[src/rtl/cache_config.svh]
/*
 * cache geometry and bus widths for the blocking cache
 * 256 bytes held as 16 lines of four 32-bit words
 */

`ifndef CACHE_CONFIG_SVH
`define CACHE_CONFIG_SVH

// ==============================
// bus widths
// ==============================
`define CACHE_ADDR_BITS 32
`define CACHE_DATA_BITS 32

// ==============================
// line geometry
// ==============================
`define CACHE_LINE_BITS 128
`define CACHE_NUM_LINES 16
`define CACHE_WORDS_PER_LINE 4

// the tag keeps every address bit above the byte offset
`define CACHE_INDEX_BITS 4
`define CACHE_OFFSET_BITS 4
`define CACHE_TAG_BITS 28

`endif

[src/rtl/mem_msg_pkg.sv]
/*
 * message types on the processor side and the memory side of the cache
 */

`include "cache_config.svh"

package mem_msg_pkg;

  // request and response operations, shared by both sides
  typedef enum logic [1:0] {
    op_read  = 2'd0,
    op_write = 2'd1,
    op_init  = 2'd2
  } mem_op_e;

  // processor request, always a full word
  typedef struct packed {
    mem_op_e                     op;
    logic [`CACHE_ADDR_BITS-1:0] addr;
    logic [`CACHE_DATA_BITS-1:0] data;
  } cache_req_t;

  // processor response, the data field only carries meaning for reads
  typedef struct packed {
    mem_op_e                     op;
    logic                        hit;
    logic [`CACHE_DATA_BITS-1:0] data;
  } cache_resp_t;

  // memory request, the address is always line aligned
  typedef struct packed {
    mem_op_e                     op;
    logic [`CACHE_ADDR_BITS-1:0] addr;
    logic [`CACHE_LINE_BITS-1:0] data;
  } mem_req_t;

  // memory response, a whole line on reads and an acknowledge on writes
  typedef struct packed {
    mem_op_e                     op;
    logic [`CACHE_LINE_BITS-1:0] data;
  } mem_resp_t;

endpackage

[src/rtl/cache_pkg.sv]
/*
 * cache internal types: controller states, request fields, storage controls
 */

`include "cache_config.svh"

package cache_pkg;

  typedef enum logic [3:0] {
    state_idle,
    state_tag_check,
    state_init_access,
    state_read_access,
    state_write_access,
    state_evict_prepare,
    state_evict_request,
    state_evict_wait,
    state_refill_request,
    state_refill_wait,
    state_refill_update,
    state_respond
  } cache_state_e;

  // captured request with the address already split into its fields
  // the tag overlaps the index, since it holds every bit above the offset
  typedef struct packed {
    mem_msg_pkg::mem_op_e                      op;
    logic [`CACHE_TAG_BITS-1:0]                tag;
    logic [`CACHE_INDEX_BITS-1:0]              index;
    logic [$clog2(`CACHE_WORDS_PER_LINE)-1:0]  word_sel;
    logic [`CACHE_DATA_BITS-1:0]               data;
  } req_fields_t;

  // strobes from the controller to the storage and the output side
  typedef struct packed {
    logic tag_read;
    logic tag_write;
    logic data_read;
    logic line_write;
    logic word_write;
    logic fill_from_memory;
    logic capture_evict;
    logic capture_read;
    logic memreq_is_evict;
  } store_ctrl_t;

endpackage

[src/rtl/cache_req_in.sv]
/*
 * request capture that holds the accepted processor request and splits its
 * address into tag, index and word select
 */

`timescale 1ns/1ps

`include "cache_config.svh"

module cache_req_in (
  input  logic                    clk,
  input  logic                    reset,
  input  mem_msg_pkg::cache_req_t cachereq,
  input  logic                    cachereq_val,
  input  logic                    accept,
  output cache_pkg::req_fields_t  fields
);

  localparam int word_sel_bits = $clog2(`CACHE_WORDS_PER_LINE);

  // the fields stay put for the whole life of a request, since accept only
  // fires from idle and the controller stays out of idle until the response
  always_ff @(posedge clk) begin
    if (accept) begin
      fields.op    <= cachereq.op;
      fields.data  <= cachereq.data;
      // every bit above the byte offset goes into the tag
      fields.tag   <= cachereq.addr[`CACHE_ADDR_BITS-1:`CACHE_OFFSET_BITS];
      fields.index <= cachereq.addr[`CACHE_OFFSET_BITS+`CACHE_INDEX_BITS-1:
                                    `CACHE_OFFSET_BITS];
      // word select drops the two byte bits inside a word
      fields.word_sel <= cachereq.addr[`CACHE_OFFSET_BITS-1:
                                       `CACHE_OFFSET_BITS-word_sel_bits];
    end
  end

  // ==============================
  // checks
  // ==============================

  // the processor holds its request steady until the cache takes it
  assert property (@(posedge clk) disable iff (reset)
    cachereq_val && !accept |=> cachereq_val && $stable(cachereq))
  else $error("cachereq changed before it was accepted");

  // a captured op must be known and one of the three legal operations
  assert property (@(posedge clk) disable iff (reset)
    accept |-> !$isunknown(cachereq.op) &&
      (cachereq.op inside {mem_msg_pkg::op_read, mem_msg_pkg::op_write,
                           mem_msg_pkg::op_init}))
  else $error("unknown op captured: %b", cachereq.op);

endmodule

[src/rtl/cache_ctrl.sv]
/*
 * cache controller: the request FSM plus the per-line valid and dirty bits
 * it picks init, hit access, eviction then refill, or refill alone
 */

`timescale 1ns/1ps

`include "cache_config.svh"

module cache_ctrl (
  input  logic                   clk,
  input  logic                   reset,
  input  logic                   cachereq_val,
  output logic                   cachereq_rdy,
  output logic                   accept,
  input  cache_pkg::req_fields_t fields,
  input  logic                   tag_match,
  output logic                   hit,
  output cache_pkg::store_ctrl_t ctrl,
  output logic                   memreq_val,
  input  logic                   memreq_rdy,
  input  logic                   memresp_val,
  output logic                   memresp_rdy,
  output logic                   cacheresp_val,
  input  logic                   cacheresp_rdy
);

  cache_pkg::cache_state_e state;
  cache_pkg::cache_state_e state_next;

  logic [`CACHE_NUM_LINES-1:0] valid_bits;
  logic [`CACHE_NUM_LINES-1:0] dirty_bits;
  logic                        line_dirty;
  // a whole line was written, so the line becomes valid and clean
  logic                        mark_filled;
  // a word was written into a present line
  logic                        mark_dirty;

  // tag_match is only live during tag_check, so hit is too
  assign hit        = valid_bits[fields.index] && tag_match;
  assign line_dirty = valid_bits[fields.index] && dirty_bits[fields.index];

  // handshake outputs come straight from the state
  assign cachereq_rdy  = (state == cache_pkg::state_idle);
  assign accept        = cachereq_rdy && cachereq_val;
  assign memreq_val    = (state == cache_pkg::state_evict_request) ||
                         (state == cache_pkg::state_refill_request);
  assign memresp_rdy   = (state == cache_pkg::state_evict_wait) ||
                         (state == cache_pkg::state_refill_wait);
  assign cacheresp_val = (state == cache_pkg::state_respond);

  always_ff @(posedge clk) begin
    if (reset) begin
      state <= cache_pkg::state_idle;
    end else begin
      state <= state_next;
    end
  end

  // ==============================
  // next state and strobes
  // ==============================
  always_comb begin
    state_next  = state;
    ctrl        = '0;
    mark_filled = 1'b0;
    mark_dirty  = 1'b0;
    case (state)
      cache_pkg::state_idle: begin
        if (cachereq_val) state_next = cache_pkg::state_tag_check;
      end
      // the line read starts here too, so a read hit has it one cycle later
      cache_pkg::state_tag_check: begin
        ctrl.tag_read  = 1'b1;
        ctrl.data_read = 1'b1;
        if (fields.op == mem_msg_pkg::op_init) begin
          state_next = cache_pkg::state_init_access;
        end else if (hit && fields.op == mem_msg_pkg::op_read) begin
          state_next = cache_pkg::state_read_access;
        end else if (hit) begin
          state_next = cache_pkg::state_write_access;
        end else if (line_dirty) begin
          state_next = cache_pkg::state_evict_prepare;
        end else begin
          state_next = cache_pkg::state_refill_request;
        end
      end
      // init overwrites the line whatever the tag check found
      cache_pkg::state_init_access: begin
        ctrl.line_write = 1'b1;
        ctrl.tag_write  = 1'b1;
        mark_filled     = 1'b1;
        state_next      = cache_pkg::state_respond;
      end
      cache_pkg::state_read_access: begin
        ctrl.capture_read = 1'b1;
        state_next        = cache_pkg::state_respond;
      end
      cache_pkg::state_write_access: begin
        ctrl.word_write = 1'b1;
        mark_dirty      = 1'b1;
        state_next      = cache_pkg::state_respond;
      end
      // latch the old tag and line before anything overwrites them
      cache_pkg::state_evict_prepare: begin
        ctrl.data_read     = 1'b1;
        ctrl.capture_evict = 1'b1;
        state_next         = cache_pkg::state_evict_request;
      end
      cache_pkg::state_evict_request: begin
        ctrl.memreq_is_evict = 1'b1;
        if (memreq_rdy) state_next = cache_pkg::state_evict_wait;
      end
      // the write-back acknowledge carries no data
      cache_pkg::state_evict_wait: begin
        if (memresp_val) state_next = cache_pkg::state_refill_request;
      end
      cache_pkg::state_refill_request: begin
        if (memreq_rdy) state_next = cache_pkg::state_refill_wait;
      end
      // the refill line lands in the array on the transfer edge
      cache_pkg::state_refill_wait: begin
        if (memresp_val) begin
          ctrl.line_write       = 1'b1;
          ctrl.fill_from_memory = 1'b1;
          ctrl.tag_write        = 1'b1;
          mark_filled           = 1'b1;
          state_next            = cache_pkg::state_refill_update;
        end
      end
      // reload the registered line, then finish as a hit would
      cache_pkg::state_refill_update: begin
        ctrl.data_read = 1'b1;
        if (fields.op == mem_msg_pkg::op_read) begin
          state_next = cache_pkg::state_read_access;
        end else begin
          state_next = cache_pkg::state_write_access;
        end
      end
      // third cycle after acceptance on the hit path
      cache_pkg::state_respond: begin
        if (cacheresp_rdy) state_next = cache_pkg::state_idle;
      end
      default: state_next = cache_pkg::state_idle;
    endcase
  end

  always_ff @(posedge clk) begin
    if (reset) begin
      valid_bits <= '0;
      dirty_bits <= '0;
    end else if (mark_filled) begin
      valid_bits[fields.index] <= 1'b1;
      dirty_bits[fields.index] <= 1'b0;
    end else if (mark_dirty) begin
      dirty_bits[fields.index] <= 1'b1;
    end
  end

  // a memory request is held until the memory takes it
  assert property (@(posedge clk) disable iff (reset)
    memreq_val && !memreq_rdy |=> memreq_val)
  else $error("memreq_val dropped without a transfer");

  // the cache never talks to the processor and the memory at once
  assert property (@(posedge clk) disable iff (reset)
    !(cacheresp_val && memreq_val))
  else $error("cacheresp_val and memreq_val high together");

endmodule

[src/rtl/cache_store.sv]
/*
 * cache storage: tag and data arrays, tag compare, registered line read
 */

`timescale 1ns/1ps

`include "cache_config.svh"

module cache_store (
  input  logic                        clk,
  input  cache_pkg::req_fields_t      fields,
  input  cache_pkg::store_ctrl_t      ctrl,
  input  mem_msg_pkg::mem_resp_t      memresp,
  output logic                        tag_match,
  output logic [`CACHE_LINE_BITS-1:0] line,
  output logic [`CACHE_TAG_BITS-1:0]  evict_tag
);

  logic [`CACHE_TAG_BITS-1:0]  tag_array  [`CACHE_NUM_LINES];
  logic [`CACHE_LINE_BITS-1:0] data_array [`CACHE_NUM_LINES];

  logic [`CACHE_TAG_BITS-1:0]  stored_tag;
  logic [`CACHE_LINE_BITS-1:0] fill_line;

  // ==============================
  // tag side
  // ==============================

  assign stored_tag = tag_array[fields.index];

  // compare is only reported while the controller asks for it, so a stale
  // match in later states never reads as a hit
  assign tag_match = ctrl.tag_read && (stored_tag == fields.tag);

  always_ff @(posedge clk) begin
    if (ctrl.tag_write) begin
      tag_array[fields.index] <= fields.tag;
    end
  end

  // old tag for the write-back address, taken in evict_prepare
  always_ff @(posedge clk) begin
    if (ctrl.capture_evict) begin
      evict_tag <= stored_tag;
    end
  end

  // ==============================
  // data side
  // ==============================

  // a full line comes from memory on refill, or is the request word
  // copied into every slot on init
  assign fill_line = ctrl.fill_from_memory ? memresp.data
                                           : {`CACHE_WORDS_PER_LINE{fields.data}};

  always_ff @(posedge clk) begin
    if (ctrl.line_write) begin
      data_array[fields.index] <= fill_line;
    end else if (ctrl.word_write) begin
      data_array[fields.index][fields.word_sel*`CACHE_DATA_BITS +: `CACHE_DATA_BITS]
        <= fields.data;
    end
  end

  // the line register also holds the evicted line until the write-back
  // is taken, since nothing reads the array in between
  always_ff @(posedge clk) begin
    if (ctrl.data_read) begin
      line <= data_array[fields.index];
    end
  end

  // a full line write and a word write in one cycle would drop the word
  assert property (@(posedge clk)
    !(ctrl.line_write && ctrl.word_write))
  else $error("line_write and word_write high together");

endmodule

[src/rtl/cache_resp_out.sv]
/*
 * output side: builds the memory request and the processor response
 */

`timescale 1ns/1ps

`include "cache_config.svh"

module cache_resp_out (
  input  logic                        clk,
  input  logic                        reset,
  input  cache_pkg::req_fields_t      fields,
  input  cache_pkg::store_ctrl_t      ctrl,
  input  logic                        hit,
  input  logic [`CACHE_LINE_BITS-1:0] line,
  input  logic [`CACHE_TAG_BITS-1:0]  evict_tag,
  output mem_msg_pkg::mem_req_t       memreq,
  output mem_msg_pkg::cache_resp_t    cacheresp
);

  logic                        hit_q;
  logic [`CACHE_DATA_BITS-1:0] word_q;

  // hit is only meaningful during tag_check, so sample it there
  always_ff @(posedge clk) begin
    if (reset) begin
      hit_q <= 1'b0;
    end else if (ctrl.tag_read) begin
      hit_q <= hit;
    end
  end

  always_ff @(posedge clk) begin
    if (ctrl.capture_read) begin
      word_q <= line[fields.word_sel*`CACHE_DATA_BITS +: `CACHE_DATA_BITS];
    end
  end

  // the old tag already holds the index bits, so it alone gives the
  // write-back line address
  always_comb begin
    if (ctrl.memreq_is_evict) begin
      memreq.op   = mem_msg_pkg::op_write;
      memreq.addr = {evict_tag, {`CACHE_OFFSET_BITS{1'b0}}};
      memreq.data = line;
    end else begin
      memreq.op   = mem_msg_pkg::op_read;
      memreq.addr = {fields.tag, {`CACHE_OFFSET_BITS{1'b0}}};
      memreq.data = '0;
    end
  end

  // writes and inits answer with zero data
  assign cacheresp.op   = fields.op;
  assign cacheresp.hit  = hit_q;
  assign cacheresp.data = (fields.op == mem_msg_pkg::op_read) ? word_q : '0;

endmodule

[src/rtl/blocking_cache.sv]
/*
 * blocking direct-mapped write-back cache, top level
 */

`timescale 1ns/1ps

`include "cache_config.svh"

module blocking_cache (
  input  logic                     clk,
  input  logic                     reset,
  // processor request
  input  mem_msg_pkg::cache_req_t  cachereq,
  input  logic                     cachereq_val,
  output logic                     cachereq_rdy,
  // processor response
  output mem_msg_pkg::cache_resp_t cacheresp,
  output logic                     cacheresp_val,
  input  logic                     cacheresp_rdy,
  // memory request
  output mem_msg_pkg::mem_req_t    memreq,
  output logic                     memreq_val,
  input  logic                     memreq_rdy,
  // memory response
  input  mem_msg_pkg::mem_resp_t   memresp,
  input  logic                     memresp_val,
  output logic                     memresp_rdy
);

  logic                        accept;
  cache_pkg::req_fields_t      fields;
  cache_pkg::store_ctrl_t      store_ctrl;
  logic                        tag_match;
  logic                        hit;
  logic [`CACHE_LINE_BITS-1:0] line;
  logic [`CACHE_TAG_BITS-1:0]  evict_tag;

  cache_req_in i_cache_req_in (
    .clk(clk), .reset(reset), .cachereq(cachereq), .cachereq_val(cachereq_val),
    .accept(accept), .fields(fields)
  );

  cache_ctrl i_cache_ctrl (
    .clk(clk), .reset(reset), .cachereq_val(cachereq_val), .cachereq_rdy(cachereq_rdy),
    .accept(accept), .fields(fields), .tag_match(tag_match), .hit(hit),
    .ctrl(store_ctrl), .memreq_val(memreq_val), .memreq_rdy(memreq_rdy),
    .memresp_val(memresp_val), .memresp_rdy(memresp_rdy),
    .cacheresp_val(cacheresp_val), .cacheresp_rdy(cacheresp_rdy)
  );

  cache_store i_cache_store (
    .clk(clk), .fields(fields), .ctrl(store_ctrl), .memresp(memresp),
    .tag_match(tag_match), .line(line), .evict_tag(evict_tag)
  );

  cache_resp_out i_cache_resp_out (
    .clk(clk), .reset(reset), .fields(fields), .ctrl(store_ctrl), .hit(hit),
    .line(line), .evict_tag(evict_tag), .memreq(memreq), .cacheresp(cacheresp)
  );

endmodule

[config.mk]
export PLATFORM = sky130hd
export DESIGN_NAME = blocking_cache
export DESIGN_NICKNAME = d
export VERILOG_FILES = /design/src/rtl/mem_msg_pkg.sv /design/src/rtl/cache_pkg.sv /design/src/rtl/cache_req_in.sv /design/src/rtl/cache_ctrl.sv /design/src/rtl/cache_store.sv /design/src/rtl/cache_resp_out.sv /design/src/rtl/blocking_cache.sv
export VERILOG_INCLUDE_DIRS = /design/src /design/src/rtl
export SDC_FILE = /design/constraint.sdc
export NUM_CORES = 2
export LEC_CHECK = 0
export ABC_CLOCK_PERIOD_IN_PS = 14600
export BUFFER_PORTS_ARGS = -buffer_cell sky130_fd_sc_hd__buf_2
export CAP_MARGIN = 15
export CELL_PAD_IN_SITES_DETAIL_PLACEMENT = 0
export CELL_PAD_IN_SITES_GLOBAL_PLACEMENT = 2
export CORE_MARGIN = 2
export CORE_UTILIZATION = 37
export CTS_CLUSTER_SIZE = 14
export DETAILED_ROUTE_END_ITERATION = 16
export GPL_TIMING_DRIVEN = 1
export PLACE_DENSITY_LB_ADDON = 0.1
export REMOVE_ABC_BUFFERS = 1
export SLEW_MARGIN = 30
export SYNTH_ARGS = -nofsm -noshare
export SYNTH_HDL_FRONTEND = slang
export SYNTH_HIERARCHICAL = 1
export SYNTH_SLANG_ARGS = --single-unit
[constraint.sdc]
create_clock -name clk -period 14.6 [get_ports clk]
set_input_delay 2.92 -clock clk [delete_from_list [all_inputs] [get_ports clk]]
set_output_delay 2.92 -clock clk [all_outputs]
set_load 0.05 [all_outputs]
* Word level (Yosys, flattened, before mapping)
Memories as Yosys holds them, arrays and structs flattened. A register that Yosys moved wholly into a read port is not among the register bits.
Index checks and enable logic that the tools add are counted.
** Operators by class
- Add/sub/neg operators :: 1
- $lt $le $gt $ge :: 2
- Equal/unequal tests :: 19
- Shifts and indexed selects :: 3
- Muxes and demuxes :: 166
- Bitwise operators :: 132
- Reduce and logical (&&, ||, !) cells :: 14
** Operator list (count)
- $mux 128 :: 2
- $mux 161 :: 1
- $mux 1 :: 143
- $or 1x1->1 :: 128
- $shift 32x34->128 const A :: 1
- $shiftx 128x8->32 :: 1
- $shiftx 32x34->128 :: 1
- $mux 4 :: 11
- $pmux 4 s10 :: 1
- $neg 7->34 :: 1
- $mux 16 :: 2
- $mux 32 :: 1
- $or 16x16->16 :: 2
- $eq 28x28->1 :: 1
- $and 16x16->16 :: 1
- $eq 4x3->1 const B :: 4
- $eq 4x4->1 const B :: 4
- $not 16->16 :: 1
- $ne 2x2->1 const B :: 5
- $bmux 1 s4 :: 2
- $eq 4x2->1 const B :: 2
- $logic_and 1x1->1 :: 6
- $reduce_and 6->1 :: 1
- $reduce_or 3->1 :: 2
- 12 further kinds :: 13
** Word-level totals
- Register bits after elaboration :: 165
- RAM bits :: 2496
- Input bits :: 202
- Output and inout port bits :: 201
- Memories :: 2
** Memories
- i_cache_store.data_array :: depth 16, bits a word 128, read ports 1, clocked after memory_dff 1, write ports 1, RTL line cache_store.sv:20 : logic [`CACHE_LINE_BITS-1:0] data_array [`CACHE_NUM_LINES];
- i_cache_store.tag_array :: depth 16, bits a word 28, read ports 1, clocked after memory_dff 1, write ports 1, RTL line cache_store.sv:19 : logic [`CACHE_TAG_BITS-1:0] tag_array [`CACHE_NUM_LINES];

* Depth between registers and ports, before layout
- Depth after elaboration :: 8
- Mapped depth :: 16
- Depth with buffers taken out :: 11

* Cells and area by module
Netlist, hierarchy kept.
** Modules (own cells, without submodules)
- cache_store :: times used 1, cells an instance 4160, area an instance 101212.1 um2
- cache_resp_out :: times used 1, cells an instance 293, area an instance 3285.7 um2
- cache_ctrl :: times used 1, cells an instance 233, area an instance 2006.9 um2
- cache_req_in :: times used 1, cells an instance 68, area an instance 1951.9 um2

* Worst setup path before layout
OpenSTA, ideal clock, no wires.
- Path type :: reg-to-reg
- From :: register i_cache_ctrl.state[1]
- To :: register i_cache_store.line[0] (read register of i_cache_store.data_array) (enable)
- Library setup time :: 0.803 ns
- Data arrival time :: 10.319 ns
- Setup slack :: 3.478 ns
- Cell stages (with the launch flop) :: 5
- Buffers on the path :: 2
- Path through :: dfxtp_1 > clkbuf_1 > clkbuf_1 > nand2_1 > o31ai_1
** RTL lines
- from (decl) :: RTL line cache_ctrl.sv:28 : cache_pkg::cache_state_e state;
- from (signal assigned) :: RTL line cache_ctrl.sv:54 : state <= cache_pkg::state_idle;
- from (signal assigned) :: RTL line cache_ctrl.sv:56 : state <= state_next;
- to (decl) :: RTL line cache_store.sv:15 : output logic [`CACHE_LINE_BITS-1:0] line,

==> flow_results.org <==
** Outcome
- Result of the run :: finished, final reports clean

** Hold path
- Along the worst hold path, the cell count comes to 2.
- Min-delay worst type :: reg -> reg

** Drt
- For this block, the initial DRC count from the detailed router was 5841.
- The final route contains 53860 vias.
- For this run, the detailed router's first-pass iteration total came to 5.
- The count of nets left with antenna violations once routing finished came out at 0.
- Vias per std cell :: 5.647
- For this run, design rule violations remaining after detail routing come to 0.
- In the final routed layout, each cell accounts on average for 36.36 um.
- Summed over all layers, the routed wires come to 346.8 mm.

** Clock tree
- TritonCTS Buffers :: around 300
- After clock tree synthesis, the clock-pin slew on the worst setup and hold paths is about 0.060 ns.
- The clock passes through at most 4 buffers.
- Total clock sinks :: about 2800
- Setup Fix Bufs, Post-CTS :: 0
- Clock tree root buffer cell :: sky130_fd_sc_hd__clkbuf_16
- Hold-fix buffers at CTS :: 0
- The later pin in the worst-skew pair is clocked with a latency of 0.91 ns.
- Once the clock tree was built, the resizer swapped 0 gates to a different size.
- TritonCTS built the clock tree.
- In this run the number of H-tree levels came out at 5.

** Global routing
- Number of antenna violations at the first check in global routing :: 62
- For this run, global-route usage on met1 was measured as 31.28%.
- Global route total overflow :: 0
- First-pass GRT wire length :: 467.6 mm
- Entering global routing, the biggest net connects 120 pins.
- met2 is the most crowded layer.
- Global-route track usage on met2 :: a little under two fifths
- GRT Util Overall :: 22.99%
- The via count of the first global-routing pass came to 54580.
- For met3 alone, demand over resource in global routing was 4.327%.

** Logic synthesis
- For this run, asynchronously set or reset flops after synthesis account for 0%.
- Number of flip-flops and latches in the synthesized netlist :: roughly 2800
- Yosys mapped the design onto 73 distinct sky130hd cell types.
- Sequential cells were found to cover 76.77% of the synthesized design area.
- In this run the mean area of a mapped cell was between 20 and 25 um2.
- During synthesis, Yosys emitted a total of 6 warnings.
- Synthesis produced a netlist whose cell count is 4754.
- Leading area contributor after synthesis :: sky130_fd_sc_hd__edfxtp_1
- After synthesis, the cell types taking the most area are sky130_fd_sc_hd__edfxtp_1 76%, sky130_fd_sc_hd__mux4_2 16%, sky130_fd_sc_hd__a22o_1 1.0%.
- In this run, synthesis inferred about 2700 flip-flops with an integrated enable.
- Combined area of all synthesized cells :: about 110000 um2
- Fraction of post-synthesis cell area in the top cell type by area :: 76.09%
- In the synthesized netlist the dominant register cell turns out to be sky130_fd_sc_hd__edfxtp_1.

** Power and ir drop
- Areal power density over the cells :: 181.0 nW/um2
- Worst-case vdd ir drop :: 0.1923 mV
- Lkg Pwr :: between 0.04 and 0.05 uW

** Timing
- Final Hold Viols :: 0
- Final setup vio count :: 0
- The max-slew violation count came to 0.
- Total Neg Setup Slack :: 0 ns
- Setup skew after layout :: 0.04591 ns
- The tightest hold path in the finished design has a slack of ~0.46 ns.
- RSZ-0062 raised after global routing :: no
- The final critical path takes up between 40% and 50% of the cycle.
- Worst Tran Pin Value :: about 1.1 ns
- Rel. slew slack :: 29.33%
- Maximum frequency from static timing analysis :: 0.1440 GHz
- Minimum period implied by the final worst setup slack :: 6.943 ns

** Critical path
- STA classifies the critical path endpoint as an output pin.
- Among cell families on the critical path, the largest total delay comes from buffers and inverters.
- Length in cells of the worst reg-to-reg path :: 14
- Signal arrival time at the worst endpoint :: 4.02 ns
- Cell occurring most often along the worst timing path :: sky130_fd_sc_hd__buf_4
- Among all stages on the critical path, the largest delay is contributed by sky130_fd_sc_hd__dfxtp_1.
- WP depth :: 6
- Traced cell by cell, the critical path runs through nand2_1, nor2_4, buf_4, buf_4, mux2_2, buf_2.
- Max FO, Critical Path :: 59
- On the worst path, the slowest cell contributes a delay of 0.74 ns.
- The worst setup path is of the reg -> out kind.
- Worst path bufs/invs :: 3
- Critical Path Start Type :: register
- Worst path required time :: 11.68 ns

** Floorplan
- I/O Pins :: 403
- Once the floorplan was initialized, standard cells occupied 37.23% of the core.
- The die covers 297500 um2.
- Vertical extent of the die :: 545.4 um
- Area inside the core boundary :: just under 300000 um2
- After floorplanning, the core was divided into 198 placement rows.
- Die boundary width :: 545.4 um

** Job
- Max-cap violations in this run came to 0.

** Cells and area
- The filler cells instantiated in the layout total approximately 25000.
- At the end of the flow, the number of nets in the layout was 5566.
- The post-route netlist has around 34% of its cells at a drive strength greater than 1.
- Relative to the synthesized area, the layout overhead comes to 16.12%.

** Place
- The congestion estimate from routability-driven global placement came to between 0.7 and 0.8.
- Half-perimeter wire length after detailed placement :: 195.6 mm
- Buffers placed on the I/O ports in this run total around 390.
==> metal layers <==
layer  part of all wire, %  vias to the layer above  wire length [um]
met5                 0.024                        -                83
met4                   2.9                       12             10220
met3                   6.8                      415             23600
met2                    49                     1953            169500
met1                    41                    30000            143500
li1                      -                    21480                 -
==> metrics by stage <==
step	setup WS (ns)	cell area, um2	std cells	total power, uW	util, %
final	7.657	125900	9538	22790	43.23
after CTS	7.472	125800	9500	23060	43.18
after global placement	7.977	116000	8934	15500	39.83
after floorplan	-18.06	107000	4471	15200	-
after detailed placement	7.897	116300	8948	15590	39.92
after global routing	7.323	125900	9508	23590	43.20
==> synth_stat cells (all sizes together), types with 3 or more instances <==
master and number:
edfxtp 2748, mux4 786, and2 163, buf 147, clkbuf 140, nor2 135, a22o 130, mux2i 64
nand2 52, a21oi 51, mux2 44, dfxtp 37, a22oi 25, o21ai 25, a211oi 20, xnor2 18
inv 17, nand3 16, nand2b 13, nor2b 11, nor3 11, a31oi 9, nand4 8, a221oi 7
a21boi 6, or3 6, ha 5, nor4 5, xor2 5, and3 4, o211ai 4, o22ai 4
o32ai 3, or4 3
==> worst min-delay path: stages (launching register included) <==
cell                      delay (ns)
sky130_fd_sc_hd__dfxtp_1        0.31
sky130_fd_sc_hd__a21oi_1        0.04
sky130_fd_sc_hd__nor2_1         0.07
==> cells by family (layout without fill, tap and decap cells) <==
family	Yosys count	in the layout	share of synthesized area, %
and+or+nand+nor	439	439	2.100
buffers and inverters	305	1148	1.392
AOI/OAI and AO/OA	302	302	2.093
adders and majority gates	5	5	0.05768
xor gates and xnor gates	23	23	0.1857
muxes	894	894	17.40
DFF	2785	2785	76.77
other	1	42	0.003458
==> final timing paths <==
| kind | start | endpoint | slack (ns) |
|---|---|---|---|
| setup reg to reg | i_cache_req_in/fields[39] | i_cache_ctrl/state[1] | 8.57 |
| hold reg to reg | i_cache_ctrl/valid_bits[5] | i_cache_ctrl/valid_bits[5] | 0.46 |
| hold / removal | i_cache_ctrl/valid_bits[5] | i_cache_ctrl/valid_bits[5] | 0.46 |
| setup / recovery | i_cache_ctrl/state[1] | memreq[134] | 7.66 |
==> flip-flops by register name, indices dropped and copies added, names as in the netlist, named ones only <==
| signal | count |
|---|---|
| i_cache_resp_out/hit_q | 1 |
| i_cache_ctrl/state | 4 |
| i_cache_resp_out/word_q | 32 |
| i_cache_store/tag_array | 448 |
| i_cache_req_in/fields | 64 |
| i_cache_store/data_array | 2048 |
| i_cache_ctrl/valid_bits | 16 |
| i_cache_store/evict_tag | 28 |
| i_cache_store/line | 128 |
==> final cells by class <==
class,instances,area [um2],area share [%]
Antenna cell,37,92.59,0.07352
Clock buffer,384,8173,6.490
Clock inverter,168,1334,1.059
Inverter,18,75.07,0.05961
Multi-Input combinational cell,1668,24510,19.46
Sequential cell,2785,83260,66.11
Tap cell,3900,4880,3.875
Timing Repair Buffer,578,3618,2.873
==> cell usage in the layout (no fill, tap or decap), types with 40 or more instances in the layout <==
cell type	instances
sky130_fd_sc_hd__mux2_2	40
sky130_fd_sc_hd__clkbuf_1	67
sky130_fd_sc_hd__clkinv_2	51
sky130_fd_sc_hd__buf_2	393
sky130_fd_sc_hd__buf_4	160
sky130_fd_sc_hd__mux4_2	778
sky130_fd_sc_hd__a21oi_1	47
sky130_fd_sc_hd__nor2_4	83
sky130_fd_sc_hd__clkinv_1	72
sky130_fd_sc_hd__nor2_1	51
sky130_fd_sc_hd__nand2_1	52
sky130_fd_sc_hd__edfxtp_1	2748
sky130_fd_sc_hd__and2_1	162
sky130_fd_sc_hd__mux2i_1	64
sky130_fd_sc_hd__a22o_1	130
sky130_fd_sc_hd__clkbuf_16	316
==> where the power goes <==
group	internal, uW	switching (uW)	leakage, uW
sequential	9970	768	0.0251
clock	4260	3180	0.00464
combinational	1700	2910	0.0105
No activity file was read; power rests on OpenSTA's default activity.
